## src/include/ctl_consts.svh

```systemverilog
`ifndef CTL_CONSTS_SVH
`define CTL_CONSTS_SVH

// Control bus geometry
`define CTL_ADDR_W 8
`define CTL_DATA_W 16
`define CTL_RD_LATENCY 2

// Word index inside a burst
`define CTL_IDX_W 4

// Control register map
`define CTL_ADDR_CTL_FLAG 8'h00
`define CTL_ADDR_FPGA_STATE 8'h01
`define CTL_ADDR_VERSION_MAJOR 8'h02
`define CTL_ADDR_VERSION_MINOR 8'h03

// Settings blocks, words are contiguous from the base
`define CTL_ADDR_MOD_BASE 8'h20
`define CTL_ADDR_SIL_BASE 8'h60
`define CTL_MOD_WORDS 12
`define CTL_SIL_WORDS 5

// Bit positions in the control flag word
`define CTL_FLAG_MOD_SET 0
`define CTL_FLAG_SIL_SET 2
`define CTL_FLAG_FORCE_FAN 4
`define CTL_FLAG_GPIO_LSB 8

// Firmware version reported at startup
`define CTL_VERSION_MAJOR 8'hA2
`define CTL_VERSION_MINOR 8'h01

`endif

```

## src/hw/ctl_pkg.sv

```systemverilog
`default_nettype none

package ctl_pkg;

    typedef enum logic [2:0] {
        ST_VER_MINOR,
        ST_VER_MAJOR,
        ST_POLL,
        ST_POLL_WAIT,
        ST_BURST,
        ST_WB_STATUS,
        ST_UPDATE
    } seq_state_t;

    typedef enum logic [1:0] {
        OP_RD_CTL,
        OP_RD_MOD,
        OP_RD_SIL
    } burst_op_t;

    typedef struct packed {
        logic        update;
        logic        req_rd_segment;
        logic [7:0]  transition_mode;
        logic [63:0] transition_value;
        logic [14:0] cycle0;
        logic [14:0] cycle1;
        logic [15:0] freq_div0;
        logic [15:0] freq_div1;
        logic [15:0] rep0;
        logic [15:0] rep1;
    } mod_settings_t;

    typedef struct packed {
        logic        update;
        logic [7:0]  flag;
        logic [15:0] update_rate_intensity;
        logic [15:0] update_rate_phase;
        logic [15:0] completion_steps_intensity;
        logic [15:0] completion_steps_phase;
    } silencer_settings_t;

endpackage

`default_nettype wire

```

## src/hw/settings_wr_if.sv

```systemverilog
`timescale 1ns/1ps
`default_nettype none
`include "ctl_consts.svh"

// Words returned by a burst read, tagged with their opcode and position
interface settings_wr_if;
    import ctl_pkg::*;

    logic                  valid;
    burst_op_t             op;
    logic [`CTL_IDX_W-1:0] index;
    logic [`CTL_DATA_W-1:0] data;

    modport source (output valid, op, index, data);
    modport sink (input valid, op, index, data);

endinterface

`default_nettype wire

```

## src/hw/burst_counter.sv

```systemverilog
`timescale 1ns/1ps
`default_nettype none
`include "ctl_consts.svh"

module burst_counter (
    input  logic                    CLK,
    input  logic                    rst,
    input  logic                    start,
    input  ctl_pkg::burst_op_t      op,
    input  logic [`CTL_DATA_W-1:0]  bus_dout,
    output logic                    rd_en,
    output logic [`CTL_ADDR_W-1:0]  rd_addr,
    output logic                    done,
    settings_wr_if.source           wr
);
    import ctl_pkg::*;

    localparam int LAT = `CTL_RD_LATENCY;

    logic                   active;
    burst_op_t              op_q;
    logic [`CTL_ADDR_W-1:0] base_q;
    logic [`CTL_IDX_W-1:0]  idx;
    logic [`CTL_IDX_W-1:0]  last_idx;
    logic [`CTL_ADDR_W-1:0] start_base;
    logic [`CTL_IDX_W-1:0]  start_last;
    logic [LAT-1:0]         pipe_vld;
    logic [LAT-1:0]         pipe_last;
    logic [`CTL_IDX_W-1:0]  pipe_idx [LAT];

    always_comb begin
        case (op)
            OP_RD_MOD: begin
                start_base = `CTL_ADDR_MOD_BASE;
                start_last = `CTL_IDX_W'(`CTL_MOD_WORDS - 1);
            end
            OP_RD_SIL: begin
                start_base = `CTL_ADDR_SIL_BASE;
                start_last = `CTL_IDX_W'(`CTL_SIL_WORDS - 1);
            end
            default: begin
                start_base = `CTL_ADDR_CTL_FLAG;
                start_last = '0;
            end
        endcase
    end

    assign rd_en = active;
    assign rd_addr = base_q + `CTL_ADDR_W'(idx);

    always_ff @(posedge CLK) begin
        if (rst) begin
            active <= 1'b0;
            pipe_vld <= '0;
        end else begin
            pipe_vld <= {pipe_vld[LAT-2:0], active};
            if (start && !active) begin
                active <= 1'b1;
            end else if (active && idx == last_idx) begin
                active <= 1'b0;
            end
        end
    end

    // Each issued index walks the pipeline alongside its memory read
    always_ff @(posedge CLK) begin
        pipe_idx[0] <= idx;
        pipe_last[0] <= (idx == last_idx);
        for (int s = 1; s < LAT; s++) begin
            pipe_idx[s] <= pipe_idx[s-1];
            pipe_last[s] <= pipe_last[s-1];
        end
        if (start && !active) begin
            op_q <= op;
            base_q <= start_base;
            last_idx <= start_last;
            idx <= '0;
        end else if (active) begin
            idx <= idx + 1'b1;
        end
    end

    assign wr.valid = pipe_vld[LAT-1];
    assign wr.op = op_q;
    assign wr.index = pipe_idx[LAT-1];
    assign wr.data = bus_dout;
    assign done = pipe_vld[LAT-1] && pipe_last[LAT-1];

endmodule

`default_nettype wire

```

## src/hw/ctl_sequencer.sv

```systemverilog
`timescale 1ns/1ps
`default_nettype none
`include "ctl_consts.svh"

module ctl_sequencer (
    input  logic                    CLK,
    input  logic                    rst,
    input  logic                    thermo,
    input  logic                    mod_segment,
    settings_wr_if.sink             wr,
    output logic                    burst_start,
    output ctl_pkg::burst_op_t      burst_op,
    input  logic                    burst_done,
    input  logic [`CTL_ADDR_W-1:0]  rd_addr,
    input  logic                    rd_en,
    output logic                    bus_we,
    output logic [`CTL_ADDR_W-1:0]  bus_addr,
    output logic [`CTL_DATA_W-1:0]  bus_din,
    output logic                    mod_update,
    output logic                    sil_update,
    output logic                    force_fan,
    output logic [3:0]              gpio_in
);
    import ctl_pkg::*;

    seq_state_t             state;
    logic                   we_q;
    logic [`CTL_ADDR_W-1:0] addr_q;
    logic [`CTL_DATA_W-1:0] din_q;
    logic [`CTL_DATA_W-1:0] ctl_flags;
    logic [`CTL_DATA_W-1:0] status_word;
    logic [`CTL_DATA_W-1:0] serviced_mask;
    logic                   flag_word_valid;

    assign status_word = {{(`CTL_DATA_W-2){1'b0}}, mod_segment, thermo};
    assign flag_word_valid = wr.valid && (wr.op == OP_RD_CTL);

    always_comb begin
        serviced_mask = '0;
        if (burst_op == OP_RD_MOD) begin
            serviced_mask[`CTL_FLAG_MOD_SET] = 1'b1;
        end else if (burst_op == OP_RD_SIL) begin
            serviced_mask[`CTL_FLAG_SIL_SET] = 1'b1;
        end
    end

    // The burst counter owns the address while its reads are in flight
    assign bus_we = we_q;
    assign bus_addr = rd_en ? rd_addr : addr_q;
    assign bus_din = din_q;

    assign force_fan = ctl_flags[`CTL_FLAG_FORCE_FAN];
    assign gpio_in = ctl_flags[`CTL_FLAG_GPIO_LSB +: 4];

    always_ff @(posedge CLK) begin
        if (rst) begin
            state <= ST_VER_MINOR;
            we_q <= 1'b0;
            burst_start <= 1'b0;
            burst_op <= OP_RD_CTL;
            ctl_flags <= '0;
            mod_update <= 1'b0;
            sil_update <= 1'b0;
        end else begin
            burst_start <= 1'b0;
            mod_update <= 1'b0;
            sil_update <= 1'b0;
            case (state)
                ST_VER_MINOR: begin
                    we_q <= 1'b1;
                    addr_q <= `CTL_ADDR_VERSION_MINOR;
                    din_q <= {{(`CTL_DATA_W-8){1'b0}}, `CTL_VERSION_MINOR};
                    state <= ST_VER_MAJOR;
                end
                ST_VER_MAJOR: begin
                    addr_q <= `CTL_ADDR_VERSION_MAJOR;
                    din_q <= {{(`CTL_DATA_W-8){1'b0}}, `CTL_VERSION_MAJOR};
                    state <= ST_POLL;
                end
                ST_POLL: begin
                    we_q <= 1'b0;
                    burst_start <= 1'b1; // One-word read of the flag register
                    burst_op <= OP_RD_CTL;
                    state <= ST_POLL_WAIT;
                end
                ST_POLL_WAIT: begin
                    if (flag_word_valid) begin
                        ctl_flags <= wr.data;
                        we_q <= 1'b1;
                        addr_q <= `CTL_ADDR_FPGA_STATE;
                        din_q <= status_word;
                        if (wr.data[`CTL_FLAG_MOD_SET]) begin
                            burst_start <= 1'b1; // Modulation wins over silencer
                            burst_op <= OP_RD_MOD;
                            state <= ST_BURST;
                        end else if (wr.data[`CTL_FLAG_SIL_SET]) begin
                            burst_start <= 1'b1;
                            burst_op <= OP_RD_SIL;
                            state <= ST_BURST;
                        end else begin
                            state <= ST_POLL;
                        end
                    end
                end
                ST_BURST: begin
                    we_q <= 1'b0;
                    if (burst_done) begin
                        we_q <= 1'b1;
                        addr_q <= `CTL_ADDR_CTL_FLAG;
                        din_q <= ctl_flags & ~serviced_mask;
                        ctl_flags <= ctl_flags & ~serviced_mask;
                        state <= ST_WB_STATUS;
                    end
                end
                ST_WB_STATUS: begin
                    addr_q <= `CTL_ADDR_FPGA_STATE;
                    din_q <= status_word;
                    state <= ST_UPDATE;
                end
                ST_UPDATE: begin
                    we_q <= 1'b0;
                    mod_update <= (burst_op == OP_RD_MOD);
                    sil_update <= (burst_op == OP_RD_SIL);
                    state <= ST_POLL;
                end
                default: begin
                    we_q <= 1'b0;
                    state <= ST_POLL;
                end
            endcase
        end
    end

endmodule

`default_nettype wire

```

## src/hw/ctl_top.sv

```systemverilog
`timescale 1ns/1ps
`default_nettype none
`include "ctl_consts.svh"

module ctl_top (
    input  logic                   CLK,
    input  logic                   rst,
    input  logic                   thermo,
    input  logic                   mod_segment,
    output logic                   bus_we,
    output logic [`CTL_ADDR_W-1:0] bus_addr,
    output logic [`CTL_DATA_W-1:0] bus_din,
    input  logic [`CTL_DATA_W-1:0] bus_dout,
    output logic                   mod_update,
    output logic                   mod_req_rd_segment,
    output logic [7:0]             mod_transition_mode,
    output logic [63:0]            mod_transition_value,
    output logic [14:0]            mod_cycle0,
    output logic [14:0]            mod_cycle1,
    output logic [15:0]            mod_freq_div0,
    output logic [15:0]            mod_freq_div1,
    output logic [15:0]            mod_rep0,
    output logic [15:0]            mod_rep1,
    output logic                   sil_update,
    output logic [7:0]             sil_flag,
    output logic [15:0]            sil_update_rate_intensity,
    output logic [15:0]            sil_update_rate_phase,
    output logic [15:0]            sil_completion_steps_intensity,
    output logic [15:0]            sil_completion_steps_phase,
    output logic                   force_fan,
    output logic [3:0]             gpio_in
);
    import ctl_pkg::*;

    settings_wr_if wr ();

    logic                   burst_start;
    burst_op_t              burst_op;
    logic                   burst_done;
    logic                   rd_en;
    logic [`CTL_ADDR_W-1:0] rd_addr;
    logic                   mod_strobe;
    logic                   sil_strobe;
    mod_settings_t          mod_settings;
    silencer_settings_t     sil_settings;

    ctl_sequencer u_seq (
        .CLK         (CLK),
        .rst         (rst),
        .thermo      (thermo),
        .mod_segment (mod_segment),
        .wr          (wr.sink),
        .burst_start (burst_start),
        .burst_op    (burst_op),
        .burst_done  (burst_done),
        .rd_addr     (rd_addr),
        .rd_en       (rd_en),
        .bus_we      (bus_we),
        .bus_addr    (bus_addr),
        .bus_din     (bus_din),
        .mod_update  (mod_strobe),
        .sil_update  (sil_strobe),
        .force_fan   (force_fan),
        .gpio_in     (gpio_in)
    );

    burst_counter u_burst (
        .CLK      (CLK),
        .rst      (rst),
        .start    (burst_start),
        .op       (burst_op),
        .bus_dout (bus_dout),
        .rd_en    (rd_en),
        .rd_addr  (rd_addr),
        .done     (burst_done),
        .wr       (wr.source)
    );

    mod_settings_regs u_mod (
        .CLK      (CLK),
        .rst      (rst),
        .wr       (wr.sink),
        .update   (mod_strobe),
        .settings (mod_settings)
    );

    silencer_settings_regs u_sil (
        .CLK      (CLK),
        .rst      (rst),
        .wr       (wr.sink),
        .update   (sil_strobe),
        .settings (sil_settings)
    );

    // Update outputs come from the records so fields and strobe line up
    assign mod_update = mod_settings.update;
    assign mod_req_rd_segment = mod_settings.req_rd_segment;
    assign mod_transition_mode = mod_settings.transition_mode;
    assign mod_transition_value = mod_settings.transition_value;
    assign mod_cycle0 = mod_settings.cycle0;
    assign mod_cycle1 = mod_settings.cycle1;
    assign mod_freq_div0 = mod_settings.freq_div0;
    assign mod_freq_div1 = mod_settings.freq_div1;
    assign mod_rep0 = mod_settings.rep0;
    assign mod_rep1 = mod_settings.rep1;

    assign sil_update = sil_settings.update;
    assign sil_flag = sil_settings.flag;
    assign sil_update_rate_intensity = sil_settings.update_rate_intensity;
    assign sil_update_rate_phase = sil_settings.update_rate_phase;
    assign sil_completion_steps_intensity = sil_settings.completion_steps_intensity;
    assign sil_completion_steps_phase = sil_settings.completion_steps_phase;

endmodule

`default_nettype wire

```

## src/hw/mod_settings_regs.sv

```systemverilog
`timescale 1ns/1ps
`default_nettype none

module mod_settings_regs (
    input  logic                  CLK,
    input  logic                  rst,
    settings_wr_if.sink           wr,
    input  logic                  update,
    output ctl_pkg::mod_settings_t settings
);
    import ctl_pkg::*;

    always_ff @(posedge CLK) begin
        if (rst) begin
            settings.update <= 1'b0;
            settings.req_rd_segment <= 1'b0;
            settings.transition_mode <= 8'd0;
            settings.transition_value <= 64'd0;
            settings.cycle0 <= 15'd1;
            settings.cycle1 <= 15'd1;
            settings.freq_div0 <= 16'd10;
            settings.freq_div1 <= 16'd10;
            settings.rep0 <= 16'hFFFF;
            settings.rep1 <= 16'hFFFF;
        end else begin
            settings.update <= update; // Lands after the last field is in
            if (wr.valid && wr.op == OP_RD_MOD) begin
                case (wr.index)
                    4'd0: settings.req_rd_segment <= wr.data[0];
                    4'd1: settings.transition_mode <= wr.data[7:0];
                    4'd2: settings.transition_value[15:0] <= wr.data;
                    4'd3: settings.transition_value[31:16] <= wr.data;
                    4'd4: settings.transition_value[47:32] <= wr.data;
                    4'd5: settings.transition_value[63:48] <= wr.data;
                    4'd6: settings.cycle0 <= wr.data[14:0];
                    4'd7: settings.cycle1 <= wr.data[14:0];
                    4'd8: settings.freq_div0 <= wr.data;
                    4'd9: settings.freq_div1 <= wr.data;
                    4'd10: settings.rep0 <= wr.data;
                    4'd11: settings.rep1 <= wr.data;
                    default: ;
                endcase
            end
        end
    end

endmodule

`default_nettype wire

```

## src/hw/silencer_settings_regs.sv

```systemverilog
`timescale 1ns/1ps
`default_nettype none

module silencer_settings_regs (
    input  logic                       CLK,
    input  logic                       rst,
    settings_wr_if.sink                wr,
    input  logic                       update,
    output ctl_pkg::silencer_settings_t settings
);
    import ctl_pkg::*;

    always_ff @(posedge CLK) begin
        if (rst) begin
            settings.update <= 1'b0;
            settings.flag <= 8'd0;
            settings.update_rate_intensity <= 16'd256;
            settings.update_rate_phase <= 16'd256;
            settings.completion_steps_intensity <= 16'd10;
            settings.completion_steps_phase <= 16'd40;
        end else begin
            settings.update <= update;
            if (wr.valid && wr.op == OP_RD_SIL) begin
                case (wr.index)
                    4'd0: settings.flag <= wr.data[7:0];
                    4'd1: settings.update_rate_intensity <= wr.data;
                    4'd2: settings.update_rate_phase <= wr.data;
                    4'd3: settings.completion_steps_intensity <= wr.data;
                    4'd4: settings.completion_steps_phase <= wr.data;
                    default: ;
                endcase
            end
        end
    end

endmodule

`default_nettype wire

```

## config.mk

```make
export PLATFORM = sky130hd
export DESIGN_NAME = ctl_top
export DESIGN_NICKNAME = d
export VERILOG_FILES = /design/src/hw/ctl_pkg.sv /design/src/hw/settings_wr_if.sv /design/src/hw/burst_counter.sv /design/src/hw/ctl_sequencer.sv /design/src/hw/ctl_top.sv /design/src/hw/mod_settings_regs.sv /design/src/hw/silencer_settings_regs.sv
export VERILOG_INCLUDE_DIRS = /design/src /design/src/include
export SDC_FILE = /design/constraint.sdc
export NUM_CORES = 1
export LEC_CHECK = 0
export CAP_MARGIN = 40
export CORE_ASPECT_RATIO = 1.1
export CORE_MARGIN = 4
export CORE_UTILIZATION = 50
export CTS_BUF_LIST = sky130_fd_sc_hd__clkbuf_16
export CTS_CLUSTER_DIAMETER = 150
export DETAILED_ROUTE_END_ITERATION = 8
export DONT_BUFFER_PORTS = 1
export GPL_ROUTABILITY_DRIVEN = 0
export PLACE_DENSITY = 0.62
export SYNTH_ARGS = -nofsm -noshare
export SYNTH_HDL_FRONTEND = slang
export SYNTH_SLANG_ARGS = --single-unit
export TNS_END_PERCENT = 50
```

## constraint.sdc

```tcl
create_clock -name CLK -period 6.5 [get_ports CLK]
set_clock_uncertainty 0.1 [all_clocks]
set_input_delay 0.65 -clock CLK [delete_from_list [all_inputs] [get_ports CLK]]
set_output_delay 0.65 -clock CLK [all_outputs]
set_load 0.02 [all_outputs]
```

==> results of run 1 <==
[report_power, final]
part	switching (mW)	internal, mW	total (mW)	leakage [nW]
Clock	0.727	0.904	1.63	0.481
Combinational	0.0488	0.0336	0.0824	2.00
Sequential	0.0612	1.94	2.00	2.50
[flip-flops by register name, indices dropped and copies added, names as in the netlist, 2 cells and up]
signal and cells:
u_seq.bus_din 16, u_sil.settings 73, u_seq.state 3, u_mod.settings 168, u_seq.burst_op 2, u_burst.wr.op 2, u_burst.pipe_idx 8, u_burst.idx 4
u_seq.ctl_flags 16, u_burst.pipe_last 2, u_seq.addr_q 2, u_burst.pipe_vld 2, u_burst.last_idx 2
[routing by layer]
metal | vias to the layer above | GRT usage | wire length (µm)
met4 | 0 | 0.0445 | 419
li1 | 3545 | - | -
met3 | 28 | 0.0980 | 3360
met5 | - | 0 | 0
met2 | 272 | 0.377 | 14200
met1 | 3547 | 0.287 | 12000
[layout by cell type, fill, tap and decap left out, types with 3 or more instances in the layout]
cell / n
a211o_1: 10
a21o_1: 3
a21oi_1: 51
and2_1: 18
buf_4: 6
buf_8: 8
clkbuf_16: 31
clkinv_1: 8
clkinv_2: 6
clkinv_4: 3
dfxtp_1: 283
edfxtp_1: 23
ha_1: 3
inv_1: 16
mux2i_1: 196
nand2_1: 88
nand2b_1: 8
nand3_1: 17
nand3b_1: 6
nor2_1: 210
nor2b_1: 16
nor3_1: 5
nor3_4: 8
nor3b_1: 4
o21ai_0: 4
or3_1: 3
or4_1: 3
xor2_1: 3
[worst max-delay path, delay by kind of cell, from the launching register on]
kind,cells,cell delay [ns]
AND/OR/NAND/NOR,2,1.28
flip-flops,1,0.44
AO/OA/AOI/OAI,1,0.30
buffers and inverters,1,0.21
[cell type report]
type | count | area share
Multi-Input combinational cell | 686 | 0.359
Timing Repair Buffer | 16 | 0.0166
Inverter | 10 | 0.00305
Tap cell | 295 | 0.0300
Clock inverter | 26 | 0.0124
Sequential cell | 306 | 0.516
Clock buffer | 31 | 0.0630
[Yosys cell counts, types with 2 or more instances]
cell	count
nor3_4	3
nor3_1	5
or3_1	3
inv_1	10
maj3_1	2
nand2_1	88
a21o_1	3
a211o_2	2
buf_6	7
a21oi_1	52
a211o_1	10
dfxtp_1	283
nor3b_1	4
mux2_2	2
or4_1	3
nand3b_1	6
mux2i_1	196
nand4bb_1	2
ha_1	3
buf_4	12
nor2_1	210
edfxtp_1	23
nor2b_1	16
or3b_2	2
buf_2	10
clkbuf_1	65
nand3_1	17
nand2b_1	8
xor2_1	3
and2_1	18
o21ai_0	4
nor3_2	5
a211oi_1	2
[kinds of logic (layout without fill, tap and decap cells)]
group,after synthesis,in the layout,synth area share
AOI/OAI and AO/OA,82,82,0.0443
other,1,2,0.000333
DFF,306,306,0.564
and+or+nand+nor,396,396,0.161
buffers and inverters,107,83,0.0470
muxes,198,198,0.176
adders and majority gates,5,5,0.00511
xor gates and xnor gates,3,3,0.00233
[path summary, 6_finish.rpt]
path | startpoint | to | slack (ns) | depth (start not counted)
max reg2reg | u_burst.pipe_idx[0][6]$_DFF_P_ | u_mod.settings[51]$_SDFFE_PP1P_ | 4.06 | 4
min reg2reg | u_burst.pipe_idx[0][0]$_DFF_P_ | u_burst.pipe_idx[0][4]$_DFF_P_ | 0.23 | 0
min | rst | u_sil.settings[72]$_SDFF_PP0_ | 0.08 | 1
max | u_burst.pipe_idx[0][6]$_DFF_P_ | u_mod.settings[51]$_SDFFE_PP1P_ | 4.06 | 4
[per-stage QoR]
step	hold slack [ns]	power (mW)	worst slack, ns
3_5_place_dp	0.216	2.12	4.08
2_1_floorplan	0.210	2.13	3.86
4_1_cts	0.0647	3.74	4.06
5_1_grt	0.0520	3.84	3.97
3_3_place_gp	0.217	2.12	3.86
6_report	0.0754	3.71	4.06
==> results.toml, run 1 <==
[sta]
min_period_ns = 2.44
clock.fmax_ghz = 0.410
rsz0062_at_grt = "no"
max_slew_margin = 0.554
post-route-period-util = 0.375
hold_viol = 0
finalSetupViolations = 0
drv_slew = 0
fin_setup_tns_ns = 0
worst_pin_slew_ns = 0.667

[route]
drt-pass1-iter-count = 5
first_iter_violations = 456
wl_um = 30000
via_count = 7392
drc_errors = 0
via_per_inst = 5.40
ant_nets = 0
wl_per_cell_um = 21.9

[cts]
cts-htree-levels = 1
root_buffer = "clkbuf_16"
numCtsBuffers = 31
cts_resized = 0
cts_hold_buf = 0
clk_latency_ns = 0.55
clock_path_buffers = 3
cts.sinks = 306
clkTransAtPathRegs_ns = 0.06
cts_setup_buffers = 0
cts_tree = "built"

[setup_path]
required_ns = 6.83
crit_chain = "nand4bb_1 -> or4_1 -> buf_8 -> a211o_1"
worstSetupStartpointType = "flop"
cp_data_arrival_time_ns = 2.77
path_max_fanout = 16
critical_path.slowest_cell = "or4_1"
cp-end-kind = "flop"
max_stage_delay_ns = 0.68
path_class = "flop to flop"

[outcome]
status = "complete, no violations"

[cells_and_area]
final_area_mm2 = 0.0123
syn_to_final_growth_pct = 9.31
diodes = 0
post-route-util = 0.557
drive_above_1_share = 0.0735
multi_input_area_mm2 = 0.00442
final_cells = 1370
fill_cells = 1953
final_net_count = 1074
regArea_mm2 = 0.00636

[yosys]
synth_edf_count = 23
synth_warnings = 0
yosysSeqAreaShare = 0.564
synthesis.area_mm2 = 0.0113
synth-async-reset-ratio = 0
yosysUniqueCellTypes = 52
yosysTopAreaCellShare = 0.503
ys_ff_latch = 306
synth_flop_cell = "dfxtp_1"
synth.area.top_cells = "dfxtp_1 50%, mux2i_1 17%, nor2_1 7.0%"
syn_area_per_cell_um2 = 10.3
postSynthCellCount = 1098
synth.largest_area_cell = "dfxtp_1"

[place]
dpl_cell_area_mm2 = 0.0114
dp_hpwl_um = 19200
place_inst = 1313
numPortBuffers = 0

[global_routing]
grt_pass1_vias = 7011
grt-ovfl-total = 0
grt_max_degree = 270
grt_pass1_wl_um = 44100
grt_antenna_before_repair = 0
grt_util_all_layers = 0.230

[flow_run]
drv_cap = 0

[die]
die-area_mm2 = 0.0250
dieHeight_um = 165
die_width_um = 151
core_mm2 = 0.0221
io_pins = 291
start_util = 0.510
rows = 57

[power_and_ir_drop]
p_per_area_mw_per_mm2 = 301
peakVddDrop_v = 0.000193
total_leakage_power_nw = 4.99

[worst_hold_path]
hold_path.class = "input pin to flop"
No activity file was read; power rests on OpenSTA's default activity.
==> run 2: changes to the inputs <==
Clock period 6.5 ns to 2.37 ns, I/O delays scaled along.
==> results.toml, run 2 (synthesis gave the netlist of run 1 again) <==
[outcome]
status = "finished, violations left"
violations = "negative hold slack"

[cells_and_area]
top_regs = "u_mod.settings x168, u_sil.settings x73"
largest_reg_flops = 168
final_area_mm2 = 0.0136
top_register = "u_mod.settings"
drive_above_1_share = 0.0788
syn_to_final_growth_pct = 20.8
final_net_count = 1207
final_common_cell = "dfxtp_1"
post-route-util = 0.616
final_cell_mix = "283 x dfxtp_1, 210 x nor2_1, 196 x mux2i_1, 109 x dlygate4sd3_1, 88 x nand2_1"
diodes = 0
fill_cells = 1893

[route]
via_per_inst = 5.36
drt-pass1-iter-count = 5
ant_nets = 0
wl_um = 33800
via_count = 8041
wl_per_cell_um = 22.5
first_iter_violations = 464
drc_errors = 0

[worst_hold_path]
hold_path.class = "input pin to flop"

[place]
dp_hpwl_um = 19300
dpl_cell_area_mm2 = 0.0114
pre_cts_ws_ns = 0.280
numPortBuffers = 0

[cts]
cts-htree-levels = 1
clock_path_buffers = 3
clkTransAtPathRegs_ns = 0.06
root_buffer = "clkbuf_16"
numCtsBuffers = 30
cts.sinks = 306
clk_latency_ns = 0.54
cts_tree = "built"

[sta]
rsz0062_at_grt = "yes"
fin_setup_tns_ns = 0
setup_ws_ns = 0.00614
clock.fmax_ghz = 0.423
max_slew_margin = 0.335
holdWs_ns = -0.260
worst_pin_slew_ns = 0.994
hold_viol = 70
drv_slew = 0
finalSetupViolations = 0
post-route-period-util = 0.997
min_period_ns = 2.36

[setup_path]
worstSetupStartpointType = "flop"
cp-end-kind = "flop"
cp_data_arrival_time_ns = 2.69
path_max_fanout = 17
path_class = "flop to flop"
required_ns = 2.69

[power_and_ir_drop]
p_per_area_mw_per_mm2 = 755
peakVddDrop_v = 0.000527
total_leakage_power_nw = 5.76
power_mw = 10.3

[die]
start_util = 0.510
die-area_mm2 = 0.0250
rows = 57
dieHeight_um = 165
io_pins = 291
die_width_um = 151
core_mm2 = 0.0221

[global_routing]
grt_max_degree = 270
grt_antenna_before_repair = 0
grt_util_all_layers = 0.259
grt-ovfl-total = 0
grt_pass1_wl_um = 49100
grt_pass1_vias = 7658

[flow_run]
drv_cap = 0
[run 2: critical path, stage by stage (launching register included)]
cell and delay [ns]:
dfxtp_1 0.52, nand2b_1 0.27, nor3_4 0.27, buf_12 0.21, mux2i_1 0.21, nor2_1 0.06, dlygate4sd3_1 0.59
[run 2: layer usage]
metal,wire [µm],global-route usage,share of wire
met5,0,0,0
met4,836,0.0837,0.025
met3,3080,0.0865,0.091
met2,15600,0.411,0.46
met1,14300,0.335,0.42
[run 2: layout make-up]
class	instances	area, µm²	share of cell area
clock buffers	31	776	0.0570
clock inverters	23	114	0.00837
inverters	10	37.5	0.00276
multi-input cells	686	4430	0.325
flip-flops and latches	306	6360	0.467
well taps	295	369	0.0271
repair buffers	150	1530	0.112
[run 2: path summary, 6_finish.rpt]
check	cells past startpoint	slack, ns	endpoint	startpoint
max	6	0.006	u_sil.settings[41]$_SDFFE_PP0P_	u_burst.pipe_idx[0][5]$_DFF_P_
min	1	-0.26	u_sil.settings[17]$_SDFFE_PP1P_	rst
max reg2reg	6	0.006	u_sil.settings[41]$_SDFFE_PP0P_	u_burst.pipe_idx[0][5]$_DFF_P_
min reg2reg	0	0.23	u_burst.pipe_idx[0][7]$_DFF_P_	u_burst.pipe_idx[0][3]$_DFF_P_
[run 2: power by group]
group          switching [mW]  internal [mW]
clock                    1.90           2.44
sequential              0.151           5.31
combinational           0.285          0.182
[run 2: repair_timing]
action                                  4_1_cts  5_1_grt
hold buffers                                106        3
endpoints found under the hold margin       270      179
endpoints found under the setup margin        0       42
buffers inserted                              0        7
resized for setup                             0        8
[run 2: metrics by stage]
| step | hold slack [ns] | cells |
|---|---|---|
| floorplan | 0.210 | 1099 |
| global placement | 0.216 | 1321 |
| detailed placement | 0.214 | 1321 |
| CTS | -0.318 | 1481 |
| global route | -0.305 | 1501 |
| finish | -0.260 | 1501 |
==> run 3: changes to the inputs <==
--- a/config.mk
+++ b/config.mk
@@ -18,2 +18,3 @@
 export PLACE_DENSITY = 0.62
+export RECOVER_POWER = 100
 export SYNTH_ARGS = -nofsm -noshare
--- a/constraint.sdc
+++ b/constraint.sdc
@@ -4,2 +4,2 @@
 set_output_delay 0.237 -clock CLK [all_outputs]
-set_load 0.02 [all_outputs]
+set_load 0.01 [all_outputs]
==> results.toml, run 3 (synthesis gave the netlist of run 1 again) <==
[cts]
root_buffer = "clkbuf_16"
numCtsBuffers = 31
clk_latency_ns = 0.55
cts-htree-levels = 1
cts.sinks = 306
clock_path_buffers = 3
cts_tree = "built"
clkTransAtPathRegs_ns = 0.06

[setup_path]
required_ns = 2.70
worstSetupStartpointType = "flop"
path_class = "flop to flop"
crit_chain = "nand4bb_1 -> buf_6 -> nor3_4 -> buf_12 -> clkbuf_16 -> mux2i_1 -> nor2_1 -> dlygate4sd3_1"
cp_data_arrival_time_ns = 2.71
critical_path.slowest_cell = "dlygate4sd3_1"
path_max_fanout = 5
cp-end-kind = "flop"
max_stage_delay_ns = 0.58

[cells_and_area]
final_cells = 1516
largest_reg_flops = 168
top_register = "u_mod.settings"
final_cell_mix = "281 x dfxtp_1, 210 x nor2_1, 196 x mux2i_1, 88 x nand2_1, 88 x dlygate4sd3_1"
top_regs = "u_mod.settings x168, u_sil.settings x73"
final_common_cell = "dfxtp_1"
syn_to_final_growth_pct = 23.1
drive_above_1_share = 0.0999
diodes = 0
final_net_count = 1220

[sta]
setup_ws_ns = -0.00542
rsz0062_at_grt = "yes"
clock.fmax_ghz = 0.421
max_slew_margin = 0.333
post-route-period-util = 1.00
finalSetupViolations = 4
min_period_ns = 2.38
holdWs_ns = -0.252
worst_pin_slew_ns = 0.997
hold_viol = 91
drv_slew = 0

[power_and_ir_drop]
power_frac_seq = 0.522
peakVddDrop_v = 0.000701
total_leakage_power_nw = 5.99
combPwrFrac = 0.044
switching_share = 0.227
internal_power_mw = 8.07
p_sw_mw = 2.37
pwr-share-clk = 0.433
p_per_area_mw_per_mm2 = 753
power_mw = 10.4

[die]
core_mm2 = 0.0221
die-area_mm2 = 0.0250
io_pins = 291
dieHeight_um = 165
start_util = 0.510
die_width_um = 151
rows = 57

[route]
ant_nets = 0
wl_per_cell_um = 22.3
drc_errors = 0
via_per_inst = 5.37
drt-pass1-iter-count = 5
via_count = 8138
wl_um = 33900
first_iter_violations = 563

[place]
dp_hpwl_um = 19200
pre_cts_ws_ns = 0.276
place_inst = 1321
numPortBuffers = 0

[global_routing]
grt_util_all_layers = 0.256
grt_antenna_before_repair = 0
grt_pass1_vias = 7888
grt_max_degree = 270
grt_pass1_wl_um = 49000
grt-ovfl-total = 0

[flow_run]
drv_cap = 0

[outcome]
violations = "negative hold slack, negative setup slack"
status = "finished, violations left"

[worst_hold_path]
hold_path.class = "input pin to flop"
[run 3: changes by cell type in the layout (fill, tap and decap cells not counted), sizes merged, moves of 5 or more]
cell          change
buf              +15
clkbuf            +5
clkinv           +11
dlygate4sd3      -21
dlymetal6s4s     +13
inv               -9
[run 3: timing repair]
item                                    in CTS  in global routing
resized for setup                            0                 28
hold buffers                               113                  1
setup buffers                                0                 21
endpoints found under the setup margin       0                 46
hold endpoints to repair                   270                197
[run 3: worst paths after layout]
check	startpoint	endpoint	slack, ns	depth (start not counted)
max	u_burst.wr.op[1]$_DFFE_PP_	u_mod.settings[44]$_SDFFE_PP0P_	-0.005	8
min reg2reg	u_burst.pipe_last[0]$_DFF_P_	u_burst.pipe_last[1]$_DFF_P_	0.24	0
max reg2reg	u_burst.wr.op[1]$_DFFE_PP_	u_mod.settings[44]$_SDFFE_PP0P_	-0.005	8
min	bus_dout[7]	u_mod.settings[39]$_SDFFE_PP0P_	-0.25	2
[run 3: metal layers]
metal,vias to the layer above,wire [µm],global-route usage
met1,3903,13500,0.318
li1,3857,-,-
met2,323,16300,0.423
met5,-,0,0
met4,0,721,0.0754
met3,55,3350,0.0887
[run 3: cell type report]
cell class / count / area, µm²
Fill cell: 1812 / 8240
Sequential cell: 306 / 6360
Multi-Input combinational cell: 686 / 4440
Timing Repair Buffer: 162 / 1720
Clock buffer: 31 / 776
Tap cell: 295 / 369
Clock inverter: 26 / 161
Inverter: 10 / 37.5
[run 3: critical path, delay by kind of cell, from the launching register on]
family,cells,cell delay [ns]
buffers and inverters,4,1.01
DFF,1,0.47
muxes,1,0.17
and+or+nand+nor,3,0.51
[run 3: power by group through the flow]
stage                     Sequential, mW  Combinational [mW]  Clock [mW]
after global routing                5.46               0.498        4.83
after detailed placement            5.55               0.247           0
after CTS                           5.44               0.431        4.59
after floorplan                     5.49               0.330           0
final                               5.45               0.463        4.53
after global placement              5.56               0.245           0
[run 3: metrics by stage]
stage / instance area (µm²) / TNS, ns / util / hold WS, ns
after global placement: 11400 / 0 / 0.516 / 0.216
after detailed placement: 11400 / 0 / 0.516 / 0.212
final: 13900 / -0.0177 / 0.627 / -0.252
after global routing: 13900 / -0.467 / 0.627 / -0.280
after floorplan: 11300 / 0 / - / 0.210
after CTS: 13500 / 0 / 0.610 / -0.320
